--- src/hw/glb_pkg.sv ---
// Global buffer package
// Sizes, port configuration, request structs and the bank-mapping functions
`default_nettype none

package glb_pkg;

    localparam int NUM_BANK   = 4;
    localparam int NUM_WR     = 2;
    localparam int NUM_RD     = 2;
    localparam int NUM_PORT   = 4;
    localparam int BANK_WIDTH = 32;
    localparam int BANK_WORDS = 16;
    localparam int BANK_AW    = 4;
    localparam int MAXPAR     = 2;
    localparam int PORT_WIDTH = 64;
    localparam int ADDR_W     = 8;

    typedef logic [NUM_BANK-1:0]         bank_mask_t;
    typedef logic [$clog2(NUM_BANK)-1:0] bank_idx_t;

    // Static per-port configuration with par of 1 or 2
    typedef struct packed {
        bank_mask_t bank_flag;
        logic [1:0] par;
    } port_cfg_t;

    typedef struct packed {
        logic [ADDR_W-1:0]     addr;
        logic [PORT_WIDTH-1:0] data;
    } wr_req_t;

    // Bank requests carry the running beat address next to the bank row
    typedef struct packed {
        logic [ADDR_W-1:0]     beat;
        logic [BANK_AW-1:0]    addr;
        logic [BANK_WIDTH-1:0] data;
    } bank_wr_t;

    typedef struct packed {
        logic [ADDR_W-1:0]  beat;
        logic [BANK_AW-1:0] addr;
    } bank_rd_t;

    // ==============================
    // Bank mapping
    // ==============================
    function automatic bank_idx_t first_bank(bank_mask_t flag);
        first_bank = '0;
        for (int i = NUM_BANK - 1; i >= 0; i--) begin
            if (flag[i]) first_bank = bank_idx_t'(i);
        end
    endfunction

    function automatic logic [$clog2(NUM_BANK):0] bank_count(bank_mask_t flag);
        bank_count = '0;
        for (int i = 0; i < NUM_BANK; i++) begin
            bank_count = bank_count + flag[i];
        end
    endfunction

    // Ring size in beats
    function automatic logic [ADDR_W-1:0] port_space(port_cfg_t cfg);
        if (cfg.par == 2'd0) return ADDR_W'(BANK_WORDS);
        return ADDR_W'(BANK_WORDS * int'(bank_count(cfg.bank_flag)) / int'(cfg.par));
    endfunction

    function automatic bank_idx_t cur_first_bank(port_cfg_t cfg, logic [ADDR_W-1:0] a);
        int unsigned grp;
        grp = (int'(a) % int'(port_space(cfg))) / BANK_WORDS;
        return bank_idx_t'(int'(first_bank(cfg.bank_flag)) + grp * int'(cfg.par));
    endfunction

    // Banks touched by the beat at address a
    function automatic bank_mask_t hit_mask(port_cfg_t cfg, logic [ADDR_W-1:0] a);
        int cur;
        cur = int'(cur_first_bank(cfg, a));
        hit_mask = '0;
        for (int b = 0; b < NUM_BANK; b++) begin
            hit_mask[b] = (b >= cur) && (b < cur + int'(cfg.par));
        end
    endfunction

endpackage

`default_nettype wire

--- src/hw/bank_sram.sv ---
// Single-port SRAM bank
// Writes win the port, read data is registered and held until taken
`timescale 1ns/1ps
`default_nettype none

module bank_sram (
    input  wire logic                            clk,
    input  wire logic                            rst_n,
    input  wire logic                            wr_valid_i,
    input  wire glb_pkg::bank_wr_t               wr_i,
    input  wire logic                            rd_addr_valid_i,
    input  wire glb_pkg::bank_rd_t               rd_i,
    output logic                                 rd_addr_ready_o,
    output logic                                 rd_valid_o,
    input  wire logic                            rd_ready_i,
    output logic [glb_pkg::BANK_WIDTH-1:0]       rd_data_o
);
    import glb_pkg::*;

    logic [BANK_WIDTH-1:0] mem [BANK_WORDS];
    logic                  rd_fire;

    // No read while writing or while a result waits for the consumer
    assign rd_addr_ready_o = !wr_valid_i && (!rd_valid_o || rd_ready_i);
    assign rd_fire         = rd_addr_valid_i && rd_addr_ready_o;

    // ==============================
    // Array and read data
    // ==============================
    always_ff @(posedge clk) begin
        if (wr_valid_i) begin
            mem[wr_i.addr] <= wr_i.data;
        end
        if (rd_fire) begin
            rd_data_o <= mem[rd_i.addr];
        end
    end

    always_ff @(posedge clk or negedge rst_n) begin
        if (!rst_n) begin
            rd_valid_o <= 1'b0;
        end else if (rd_fire) begin
            rd_valid_o <= 1'b1;
        end else if (rd_ready_i) begin
            rd_valid_o <= 1'b0;
        end
    end

endmodule

`default_nettype wire

--- src/hw/bank_port_select.sv ---
// Bank owner selection
// Muxes the owning write and read port onto one bank and tracks their progress
`timescale 1ns/1ps
`default_nettype none

module bank_port_select (
    input  wire logic                              clk,
    input  wire logic                              rst_n,
    input  wire glb_pkg::port_cfg_t                cfg_i [glb_pkg::NUM_PORT],
    input  wire glb_pkg::bank_idx_t                bank_idx_i,
    input  wire logic [glb_pkg::NUM_WR-1:0]        wr_valid_i,
    input  wire glb_pkg::bank_wr_t                 wr_i [glb_pkg::NUM_WR],
    input  wire logic [glb_pkg::NUM_RD-1:0]        rd_addr_valid_i,
    input  wire glb_pkg::bank_rd_t                 rd_i [glb_pkg::NUM_RD],
    input  wire logic [glb_pkg::NUM_RD-1:0]        rd_data_ready_i,
    output logic                                   bank_wr_valid_o,
    output glb_pkg::bank_wr_t                      bank_wr_o,
    output logic                                   bank_rd_valid_o,
    output logic [glb_pkg::BANK_WIDTH-1:0]         bank_rd_o,
    output logic                                   bank_rd_ready_o,
    output logic [glb_pkg::ADDR_W-1:0]             wr_next_o,
    output logic [glb_pkg::ADDR_W-1:0]             rd_next_o
);
    import glb_pkg::*;

    logic        wr_own;
    logic        rd_own;
    int unsigned wr_sel;
    int unsigned rd_sel;
    bank_rd_t    rd_req;
    logic        rd_req_valid;
    logic        rd_ready;

    // Lowest-numbered claiming port wins
    always_comb begin
        wr_own = 1'b0;
        wr_sel = 0;
        rd_own = 1'b0;
        rd_sel = 0;
        for (int p = NUM_WR - 1; p >= 0; p--) begin
            if (cfg_i[p].bank_flag[bank_idx_i]) begin
                wr_own = 1'b1;
                wr_sel = p;
            end
        end
        for (int r = NUM_RD - 1; r >= 0; r--) begin
            if (cfg_i[NUM_WR + r].bank_flag[bank_idx_i]) begin
                rd_own = 1'b1;
                rd_sel = r;
            end
        end
    end

    // Writes are always accepted
    assign bank_wr_valid_o = wr_own && wr_valid_i[wr_sel];
    assign bank_wr_o       = wr_i[wr_sel];
    assign rd_req_valid    = rd_own && rd_addr_valid_i[rd_sel];
    assign rd_req          = rd_i[rd_sel];
    assign rd_ready        = rd_own && rd_data_ready_i[rd_sel];

    bank_sram u_sram (
        .clk             (clk),
        .rst_n           (rst_n),
        .wr_valid_i      (bank_wr_valid_o),
        .wr_i            (bank_wr_o),
        .rd_addr_valid_i (rd_req_valid),
        .rd_i            (rd_req),
        .rd_addr_ready_o (bank_rd_ready_o),
        .rd_valid_o      (bank_rd_valid_o),
        .rd_ready_i      (rd_ready),
        .rd_data_o       (bank_rd_o)
    );

    // ==============================
    // Progress counters
    // ==============================
    always_ff @(posedge clk or negedge rst_n) begin
        if (!rst_n) begin
            wr_next_o <= '0;
            rd_next_o <= '0;
        end else begin
            if (bank_wr_valid_o) begin
                wr_next_o <= bank_wr_o.beat + 1'b1;
            end
            if (rd_req_valid && bank_rd_ready_o) begin
                rd_next_o <= rd_req.beat + 1'b1;
            end
        end
    end

endmodule

`default_nettype wire

--- config.mk ---
export PLATFORM = sky130hd
export DESIGN_NAME = bank_port_select
export DESIGN_NICKNAME = d
export VERILOG_FILES = /design/src/hw/glb_pkg.sv /design/src/hw/bank_sram.sv /design/src/hw/bank_port_select.sv
export SDC_FILE = /design/constraint.sdc
export NUM_CORES = 1
export LEC_CHECK = 0
export BUFFER_PORTS_ARGS = -buffer_cell sky130_fd_sc_hd__buf_2
export CAP_MARGIN = 5
export CORE_MARGIN = 3
export CORE_UTILIZATION = 40
export CTS_CLUSTER_DIAMETER = 120
export CTS_CLUSTER_SIZE = 40
export DETAILED_ROUTE_END_ITERATION = 16
export GPL_TIMING_DRIVEN = 0
export PLACE_DENSITY_LB_ADDON = 0.1
export REMOVE_ABC_BUFFERS = 1
export SYNTH_ARGS = -nofsm -noshare
export SYNTH_HDL_FRONTEND = slang
export SYNTH_SLANG_ARGS = --single-unit
--- constraint.sdc ---
create_clock -name clk -period 2.45 [get_ports clk]
set_clock_uncertainty 0.1 [all_clocks]
set_input_delay 0 -clock clk [delete_from_list [all_inputs] [get_ports clk]]
set_output_delay 0 -clock clk [all_outputs]
set_load 0.01 [all_outputs]
==> results of run 1 <==
[through the flow]
step / instance area (um^2) / hold slack (ps) / power [mW] / instances
global route: 28380 / 48.37 / 19.63 / 2493
detailed placement: 25590 / -133.3 / 14.30 / 2295
global placement: 24060 / -133.7 / 14.34 / 2241
finish: 28380 / -1.510 / 18.91 / 2493
floorplan: 21980 / -395.6 / 13.46 / 1270
CTS: 27740 / 0.4151 / 18.82 / 2446
[area by class of cell]
type	instances	area, um^2	share of cell area
Tap cell	739	924.6	0.03258
Sequential cell	561	16760	0.5905
Clock inverter	3	46.29	0.001631
Inverter	8	30.03	0.001058
Timing Repair Buffer	461	4614	0.1626
Multi-Input combinational cell	702	5533	0.1949
Clock buffer	19	475.5	0.01675
[worst paths after layout]
| path | from | to | slack, ps | cells after the start |
|---|---|---|---|---|
| max | bank_idx_i[0] | u_sram.rd_data_o[30] | -30 | 14 |
| min | wr_i[28] | u_sram.mem[8][28] | -2 | 3 |
| max reg2reg | u_sram.rd_valid_o | u_sram.rd_data_o[0] | 520 | 5 |
| min reg2reg | rd_next_o[3] | rd_next_o[3] | 400 | 1 |
| max in group asynchronous | rst_n | rd_next_o[6] | 1220 | 3 |
| min in group asynchronous | rst_n | rd_next_o[2] | 500 | 3 |
[cell usage in the layout, fill, tap and decap left out, types with 5 or more instances in the layout]
cell type and count:
nor3b_1 7, buf_4 62, buf_12 54, nand3_1 13, buf_2 231, buf_8 6, inv_1 7, o22ai_1 128
or4_4 6, dlygate4sd3_1 59, mux2_1 5, mux2i_1 255, nor2_4 16, nand2_1 141, a31oi_4 6, buf_16 32
dfrtp_1 17, mux2i_2 8, or4_1 26, xor2_1 5, a21oi_1 9, xnor2_1 10, clkbuf_16 29, buf_6 6
nor2_1 12, edfxtp_1 544
[state kept, by name, summed over array words and instances, names as in the netlist]
| name | cells |
|---|---|
| rd_next_o | 8 |
| u_sram.mem | 512 |
| u_sram.rd_valid_o | 1 |
| wr_next_o | 8 |
| u_sram.rd_data_o | 32 |
[cell families (layout without fill, tap and decap cells)]
| group | count (synthesis) | after routing | share of synthesized area |
|---|---|---|---|
| AO/OA/AOI/OAI | 161 | 161 | 0.04535 |
| AND/OR/NAND/NOR | 246 | 247 | 0.05321 |
| XOR/XNOR | 15 | 15 | 0.005893 |
| multiplexers | 277 | 277 | 0.1271 |
| buffers and inverters | 76 | 491 | 0.01543 |
| flip-flops | 561 | 561 | 0.7519 |
| adder cells (fa/ha/maj) | 2 | 2 | 0.001122 |
[power by group]
part | switching (mW) | leakage [nW] | total, mW | internal, mW
sequential | 0.127 | 5.00 | 11.3 | 11.2
clock | 2.78 | 0.250 | 4.23 | 1.45
combinational | 1.80 | 5.22 | 3.39 | 1.59
[per-layer routing]
metal | GRT usage | vias up
met5 | 0 | -
met2 | 0.3129 | 340
met4 | 0.04827 | 0
met1 | 0.2810 | 6791
met3 | 0.02037 | 66
li1 | - | 6078
[worst max-delay path, delay by kind of cell]
family,cells,cell delay (ps)
and+or+nand+nor,2,710
buffers and inverters,8,910
AOI/OAI and AO/OA,1,100
muxes,3,960
[repair_timing]
| item | in CTS | in global routing |
|---|---|---|
| gates cloned | 4 | 10 |
| pin swaps | 21 | 18 |
| hold endpoints to repair | 56 | 0 |
| setup endpoints to repair | 598 | 157 |
| buffers inserted | 68 | 39 |
| hold buffers | 59 | 0 |
| gates resized for setup | 23 | 24 |
==> impl_metrics.json, run 1 <==
{
  "die_area_mm2": 0.05860,
  "crit_fanout": 6,
  "hold_viol_final": 14,
  "drv_cap": 0,
  "tns_ps": -36.47,
  "die_h_um": 242.1,
  "synthFlopType": "edfxtp_1",
  "power_density_mw_per_mm2": 666.2,
  "dr_wl_met2_mm": 28.41,
  "grt_pass1_wl_mm": 85.13,
  "wl_met1_mm": 27.20,
  "crit_required_ps": 2670,
  "io_buffers": 232,
  "async_reset_ff_frac": 0.03030,
  "vias_per_cell": 5.325,
  "die_w_um": 242.1,
  "seq_area_frac_synth": 0.7519,
  "fin_crit_ps": 2480,
  "globalplace.congestion": 0.7617,
  "relSlewSlack": 0.3005,
  "cts_buffers": 18,
  "postSynthCellCount": 1338,
  "routed_wl_mm": 59.36,
  "grt_usage": 0.1931,
  "period_share": 1.012,
  "start_kind": "primary input",
  "clockRootBuffer": "clkbuf_16",
  "dr.pass1.iters": 5,
  "core_mm2": 0.05445,
  "diodes": 0,
  "ys_warn_count": 0,
  "synth_area_per_cell_um2": 16.66,
  "synthTopCellsByCount": "edfxtp_1, mux2i_1, nand2_1",
  "cp-end-kind": "flop",
  "final_nets": 1900,
  "crit_top_cell": "buf_12",
  "drtIter0Drc": 988,
  "syn2layout_area_growth_pct": 27.33,
  "htree_levels": 1,
  "top_layer": "met4",
  "netlist_area_mm2": 0.02229,
  "clkLatencyLatePin_ps": 570,
  "postLayoutCoreUtil": 0.5213,
  "cts_tree": "yes",
  "grt-ovfl-total": 0,
  "timing.final.max_slew_violations": 0,
  "failed_checks": "negative hold slack, negative setup slack",
  "crit_chain": "buf_8, mux4_2, nor2b_4, buf_12, mux2i_4, buf_12, buf_16, buf_16, buf_16, buf_12, buf_12, mux2i_1, o22ai_1, or4_1",
  "status": "finished with violations",
  "num_rows": 85,
  "synth_edf_count": 544,
  "yosysTopAreaCell": "edfxtp_1",
  "hpwl_mm": 35.83,
  "initial_core_util": 0.4094,
  "drc": 0,
  "cts_sinks": 561,
  "cts.clk_slew.worst_paths_ps": 140,
  "rsz0062_at_grt": "yes",
  "grt_pass1_vias": 12990,
  "p_leak_nw": 10.47,
  "whs_ps": -1.510,
  "wire_per_inst_um": 23.81,
  "cp_slowest_cell": "or4_1",
  "synth.most_common_cell": "edfxtp_1",
  "synth_top_area_frac": 0.7328,
  "critPathKind": "in2reg",
  "fin_ws_ps": -29.98,
  "dr_wl_met3_mm": 2.423,
  "synth_cell_type_count": 42,
  "ys_ff_latch": 561,
  "setup_viol": 2,
  "pre_cts_ws_ps": -1775,
  "clockBufferDepth": 3,
  "min_path_type": "in2reg",
  "tightest_slew_ps": 1044,
  "io_pins": 241,
  "synth.area.top_cells": "edfxtp_1, mux2i_1, o22ai_1",
  "grt_max_degree": 41,
  "antenna_found_initial": 0,
  "slowest_delay_ps": 550,
  "drive_gt1_frac": 0.2754,
  "num_vias": 13280,
  "cp_data_arrival_time_ps": 2700,
  "nFillCells": 4517,
  "drtAntennaViolNets": 0,
  "vdd_drop_max_uv": 620.8,
  "fmax_ghz": 0.4032
}
(Power assumes the default switching activity.)
==> inputs of run 2 (changes only) <==
Settings changed: BUFFER_PORTS_ARGS -buffer_cell sky130_fd_sc_hd__buf_2 to -buffer_cell sky130_fd_sc_hd__buf_4.
==> impl_metrics.json, run 2 (synthesized netlist as in run 1, its figures left out) <==
{
  "period_share": 1.073,
  "die_area_mm2": 0.05860,
  "drtIter0Drc": 830,
  "grt_use_met2": 0.3409,
  "grt_pass1_wl_mm": 87.73,
  "status": "finished with violations",
  "crit_required_ps": 2670,
  "clkPwrFrac": 0.220,
  "num_vias": 13330,
  "reg_top3": "u_sram.mem x512, u_sram.rd_data_o x32",
  "clockRootBuffer": "clkbuf_16",
  "cts_tree": "yes",
  "relSlewSlack": 0.3234,
  "drive_gt1_frac": 0.2835,
  "nFillCells": 4426,
  "cp-end-kind": "flop",
  "cts.clk_slew.worst_paths_ps": 130,
  "fin_crit_ps": 2629,
  "drc": 0,
  "routed_wl_mm": 60.14,
  "pre_cts_ws_ps": -2313,
  "antenna_found_initial": 0,
  "final_common_cell": "edfxtp_1",
  "clockBufferDepth": 3,
  "total_power_mw": 19.26,
  "tightest_slew_ps": 1010,
  "hpwl_mm": 35.48,
  "min_path_type": "in2reg",
  "power.share.switching": 0.2466,
  "largest_reg_flops": 512,
  "core_mm2": 0.05445,
  "r2r_end": "u_sram.rd_data_o[18]",
  "fmax_ghz": 0.3804,
  "crit_fanout": 7,
  "p_comb_frac": 0.193,
  "num_rows": 85,
  "htree_levels": 1,
  "whs_ps": 2.058,
  "hold_viol_final": 0,
  "dr.pass1.iters": 5,
  "wire_per_inst_um": 23.96,
  "grt_usage": 0.1997,
  "io_pins": 241,
  "top_register": "u_sram.mem",
  "critPathKind": "in2reg",
  "die_w_um": 242.1,
  "seqPwrFrac": 0.586,
  "initial_core_util": 0.4094,
  "cts_sinks": 561,
  "met1_usage": 0.2783,
  "p_leak_nw": 10.74,
  "globalplace.congestion": 0.7555,
  "hold_start": "wr_i[58]",
  "vias_per_cell": 5.310,
  "holdPathEnd": "u_sram.mem[4][14]",
  "grt_max_degree": 42,
  "io_buffers": 232,
  "start_kind": "primary input",
  "cp_data_arrival_time_ps": 2850,
  "failed_checks": "negative setup slack",
  "rr_startpoint": "u_sram.rd_valid_o",
  "ff2ff_path_depth": 4,
  "internal-power_mw": 14.51,
  "holdPathStages": 3,
  "clkLatencyLatePin_ps": 580,
  "diodes": 0,
  "die_h_um": 242.1,
  "r2r_slack_ps": 600,
  "vdd_drop_max_uv": 630.2,
  "busiest_layer": "met2",
  "final_nets": 1914,
  "rsz0062_at_grt": "yes",
  "cts_buffers": 18,
  "timing.final.max_slew_violations": 0,
  "grt-ovfl-total": 0,
  "drv_cap": 0,
  "setup_viol": 24,
  "layout_common_cells": "edfxtp_1, buf_4, mux2i_1, nand2_1, o22ai_1",
  "met3_usage": 0.02612,
  "syn2layout_area_growth_pct": 30.58,
  "drtAntennaViolNets": 0,
  "grt_pass1_vias": 13420,
  "power_density_mw_per_mm2": 661.5,
  "power_switching_mw": 4.749,
  "fin_ws_ps": -179.2
}
[run 2: cell count changes in the layout (fill, tap and decap cells not counted), sizes merged]
cell and change:
dlygate4sd3 +5, buf +11, clkinv +1, inv -1
dlymetal6s4s +1, clkbuf -1, clkinvlp -1, nor2 +2
[run 2: final cells by class]
cell class / instances / area, um^2 / share of cell area
sequential: 561 / 16760 / 0.5758
tap: 739 / 924.6 / 0.03176
clock inverter: 2 / 46.29 / 0.001590
multi-input combinational: 704 / 5633 / 0.1935
inverter: 8 / 30.03 / 0.001032
timing repair buffer: 473 / 5225 / 0.1795
clock buffer: 23 / 490.5 / 0.01685
[run 2: per-stage QoR]
stage | std cells | utilization | TNS (ps) | cell area [um^2]
2_1_floorplan | 1270 | - | -2375860 | 21980
3_3_place_gp | 2241 | 0.4526 | -6350110 | 24640
3_5_place_dp | 2293 | 0.4799 | -778750 | 26130
4_1_cts | 2477 | 0.5262 | -1235 | 28650
5_1_grt | 2510 | 0.5346 | -2938 | 29110
6_report | 2510 | 0.5346 | -2209 | 29110
[run 2: per-layer routing]
layer / vias to the layer above / wire length, um
li1: 6110 / -
met4: 0 / 1055
met3: 51 / 2635
met1: 6822 / 26650
met5: - / 0
met2: 346 / 29810
[run 2: how the worst max path moves through the flow]
stage	from	endpoint	slack (ps)
after floorplan	bank_idx_i[0]	u_sram.rd_data_o[12]	-19180
after global placement	bank_idx_i[0]	u_sram.rd_data_o[4]	-27720
after detailed placement	bank_idx_i[0]	u_sram.rd_data_o[27]	-2310
after CTS	bank_idx_i[0]	u_sram.rd_data_o[8]	-160
after global routing	bank_idx_i[0]	u_sram.rd_data_o[30]	-210
final	bank_idx_i[0]	u_sram.rd_data_o[8]	-180
[run 2: critical path, stage by stage]
cell and delay, ps:
buf_8 90, mux4_2 540, nor2b_4 220, mux2i_4 310
clkbuf_16 180, buf_16 110, buf_16 110, buf_16 110
buf_16 140, buf_12 110, buf_16 110, mux2i_1 170
o22ai_1 90, or4_1 530
[run 2: what timing repair did]
action | CTS | global route
pin swaps | 37 | 29
hold buffers | 65 | 0
endpoints found under the hold margin | 100 | 0
setup buffers | 82 | 32
resized for setup | 63 | 39
gates cloned | 14 | 4
setup endpoints to repair | 594 | 71
[run 2: power groups by stage]
stage | logic [mW] | registers, mW | clock network [mW]
5_1_grt | 3.99 | 11.3 | 4.69
6_report | 3.72 | 11.3 | 4.25
3_3_place_gp | 3.04 | 11.5 | 0
2_1_floorplan | 1.90 | 11.6 | 0
4_1_cts | 3.60 | 11.3 | 4.40
3_5_place_dp | 3.01 | 11.5 | 0
==> inputs of run 3 (changes only) <==
Settings changed: BUFFER_PORTS_ARGS -buffer_cell sky130_fd_sc_hd__buf_4 to default, DONT_BUFFER_PORTS from default to 1, PLACE_DENSITY from default to 0.6, PLACE_DENSITY_LB_ADDON 0.1 to default.
==> impl_metrics.json, run 3 (synthesized netlist as in run 1, its figures left out) <==
{
  "crit_family": "buffers and inverters",
  "fin_cells": 2251,
  "drtAntennaViolNets": 0,
  "cp-end-kind": "flop",
  "drc": 0,
  "p_leak_nw": 9.411,
  "cp_slowest_cell": "dlygate4sd3_1",
  "p_comb_frac": 0.149,
  "total_power_mw": 18.31,
  "clkLatencyLatePin_ps": 570,
  "hold_viol_final": 86,
  "die_area_mm2": 0.05860,
  "min_path_type": "in2reg",
  "tns_ps": 0,
  "antenna_found_initial": 0,
  "final_nets": 1659,
  "tightest_slew_ps": 1307,
  "power.share.switching": 0.2445,
  "seqPwrFrac": 0.623,
  "crit_required_ps": 2680,
  "start_kind": "primary input",
  "failed_checks": "negative hold slack",
  "hpwl_mm": 33.53,
  "clockRootBuffer": "clkbuf_16",
  "fmax_ghz": 0.4128,
  "grt_usage": 0.1853,
  "num_rows": 85,
  "rsz0062_at_grt": "yes",
  "htree_levels": 1,
  "grt_pass1_vias": 12590,
  "cts_tree": "yes",
  "timing.final.max_slew_violations": 0,
  "cts_sinks": 561,
  "fin_ws_ps": 27.71,
  "grt-ovfl-total": 0,
  "core_mm2": 0.05445,
  "status": "finished with violations",
  "clockBufferDepth": 3,
  "die_h_um": 242.1,
  "whs_ps": -17.28,
  "cp_data_arrival_time_ps": 2650,
  "initial_core_util": 0.4094,
  "crit_chain": "mux4_2, nor2b_4, buf_4, nor3_1, a41oi_4, buf_12, dlygate4sd3_1, o22ai_1, or4_1",
  "slowest_delay_ps": 570,
  "rr_startpoint": "u_sram.rd_valid_o",
  "dp_cells": 2060,
  "routed_wl_mm": 55.53,
  "io_buffers": 0,
  "syn2layout_area_growth_pct": 20.88,
  "largest_reg_flops": 512,
  "top_register": "u_sram.mem",
  "power_switching_mw": 4.478,
  "critPathKind": "in2reg",
  "path_buf_inv": 3,
  "final_common_cell": "edfxtp_1",
  "cts.clk_slew.worst_paths_ps": 140,
  "vias_per_cell": 5.483,
  "cts_buffers": 18,
  "die_w_um": 242.1,
  "internal-power_mw": 13.84,
  "drtIter0Drc": 945,
  "wire_per_inst_um": 24.67,
  "hold_start": "wr_i[44]",
  "globalplace.congestion": 0.7340,
  "diodes": 0,
  "pre_cts_ws_ps": -2384,
  "reg_top3": "u_sram.mem x512, u_sram.rd_data_o x32",
  "fin_crit_ps": 2422,
  "dr.pass1.iters": 5,
  "setup_viol": 0,
  "crit_fanout": 14,
  "drive_gt1_frac": 0.1349,
  "grt_max_degree": 41,
  "relSlewSlack": 0.1245,
  "clkPwrFrac": 0.228,
  "num_vias": 12340,
  "power_density_mw_per_mm2": 679.6,
  "vdd_drop_max_uv": 443.3,
  "nFillCells": 4493,
  "layout_common_cells": "edfxtp_1, mux2i_1, nand2_1, o22ai_1, dlygate4sd3_1",
  "period_share": 0.9887,
  "worstSetupStartpoint": "bank_idx_i[0]",
  "io_pins": 241,
  "grt_pass1_wl_mm": 81.49,
  "drv_cap": 0
}
run 3: per-stage QoR:
| step | util | area [um^2] |
|---|---|---|
| 6_report | 0.4949 | 26950 |
| 5_1_grt | 0.4949 | 26950 |
| 4_1_cts | 0.4936 | 26880 |
| 3_5_place_dp | 0.4487 | 24430 |
| 3_3_place_gp | 0.4206 | 22900 |
| 2_1_floorplan | - | 21980 |
run 3: what timing repair did:
item	4_1_cts	5_1_grt
pin swaps	23	5
endpoints found under the hold margin	285	0
gates resized for setup	26	10
cloned	7	1
buffers inserted	73	7
hold buffers	87	0
endpoints found under the setup margin	579	108
run 3: routing by layer:
layer | GRT usage | share of wire | vias up
met2 | 0.3173 | 0.49 | 397
met3 | 0.02612 | 0.057 | 64
li1 | - | - | 5588
met4 | 0.03642 | 0.020 | 0
met5 | 0 | 0 | -
met1 | 0.2546 | 0.43 | 6294
run 3: final cells by class:
type                            instances  area [um^2]  share of cell area
Sequential cell                       561        16760              0.6220
Multi-Input combinational cell        703         5504              0.2043
Clock buffer                           19        475.5             0.01764
Clock inverter                          2        46.29            0.001718
Inverter                                8        30.03            0.001114
Tap cell                              739        924.6             0.03431
Timing Repair Buffer                  219         3206              0.1190
run 3: path summary, 6_finish.rpt:
check / to / slack (ps) / depth (start not counted)
worst max-delay path: u_sram.rd_data_o[13] / 30 / 9
worst min-delay path: u_sram.mem[7][0] / -20 / 2
worst max register to register: u_sram.rd_data_o[9] / 340 / 4
worst min register to register: wr_next_o[0] / 470 / 2
max in group asynchronous: wr_next_o[2] / 1360 / 2
min in group asynchronous: rd_next_o[1] / 380 / 2
run 3: power by group through the flow:
stage	Sequential [mW]	Clock (mW)	Combinational [mW]
after floorplan	11.6	0	1.90
after global placement	11.6	0	2.33
after CTS	11.4	4.27	2.72
final	11.4	4.18	2.73
after global routing	11.5	4.58	2.95
after detailed placement	11.6	0	2.28
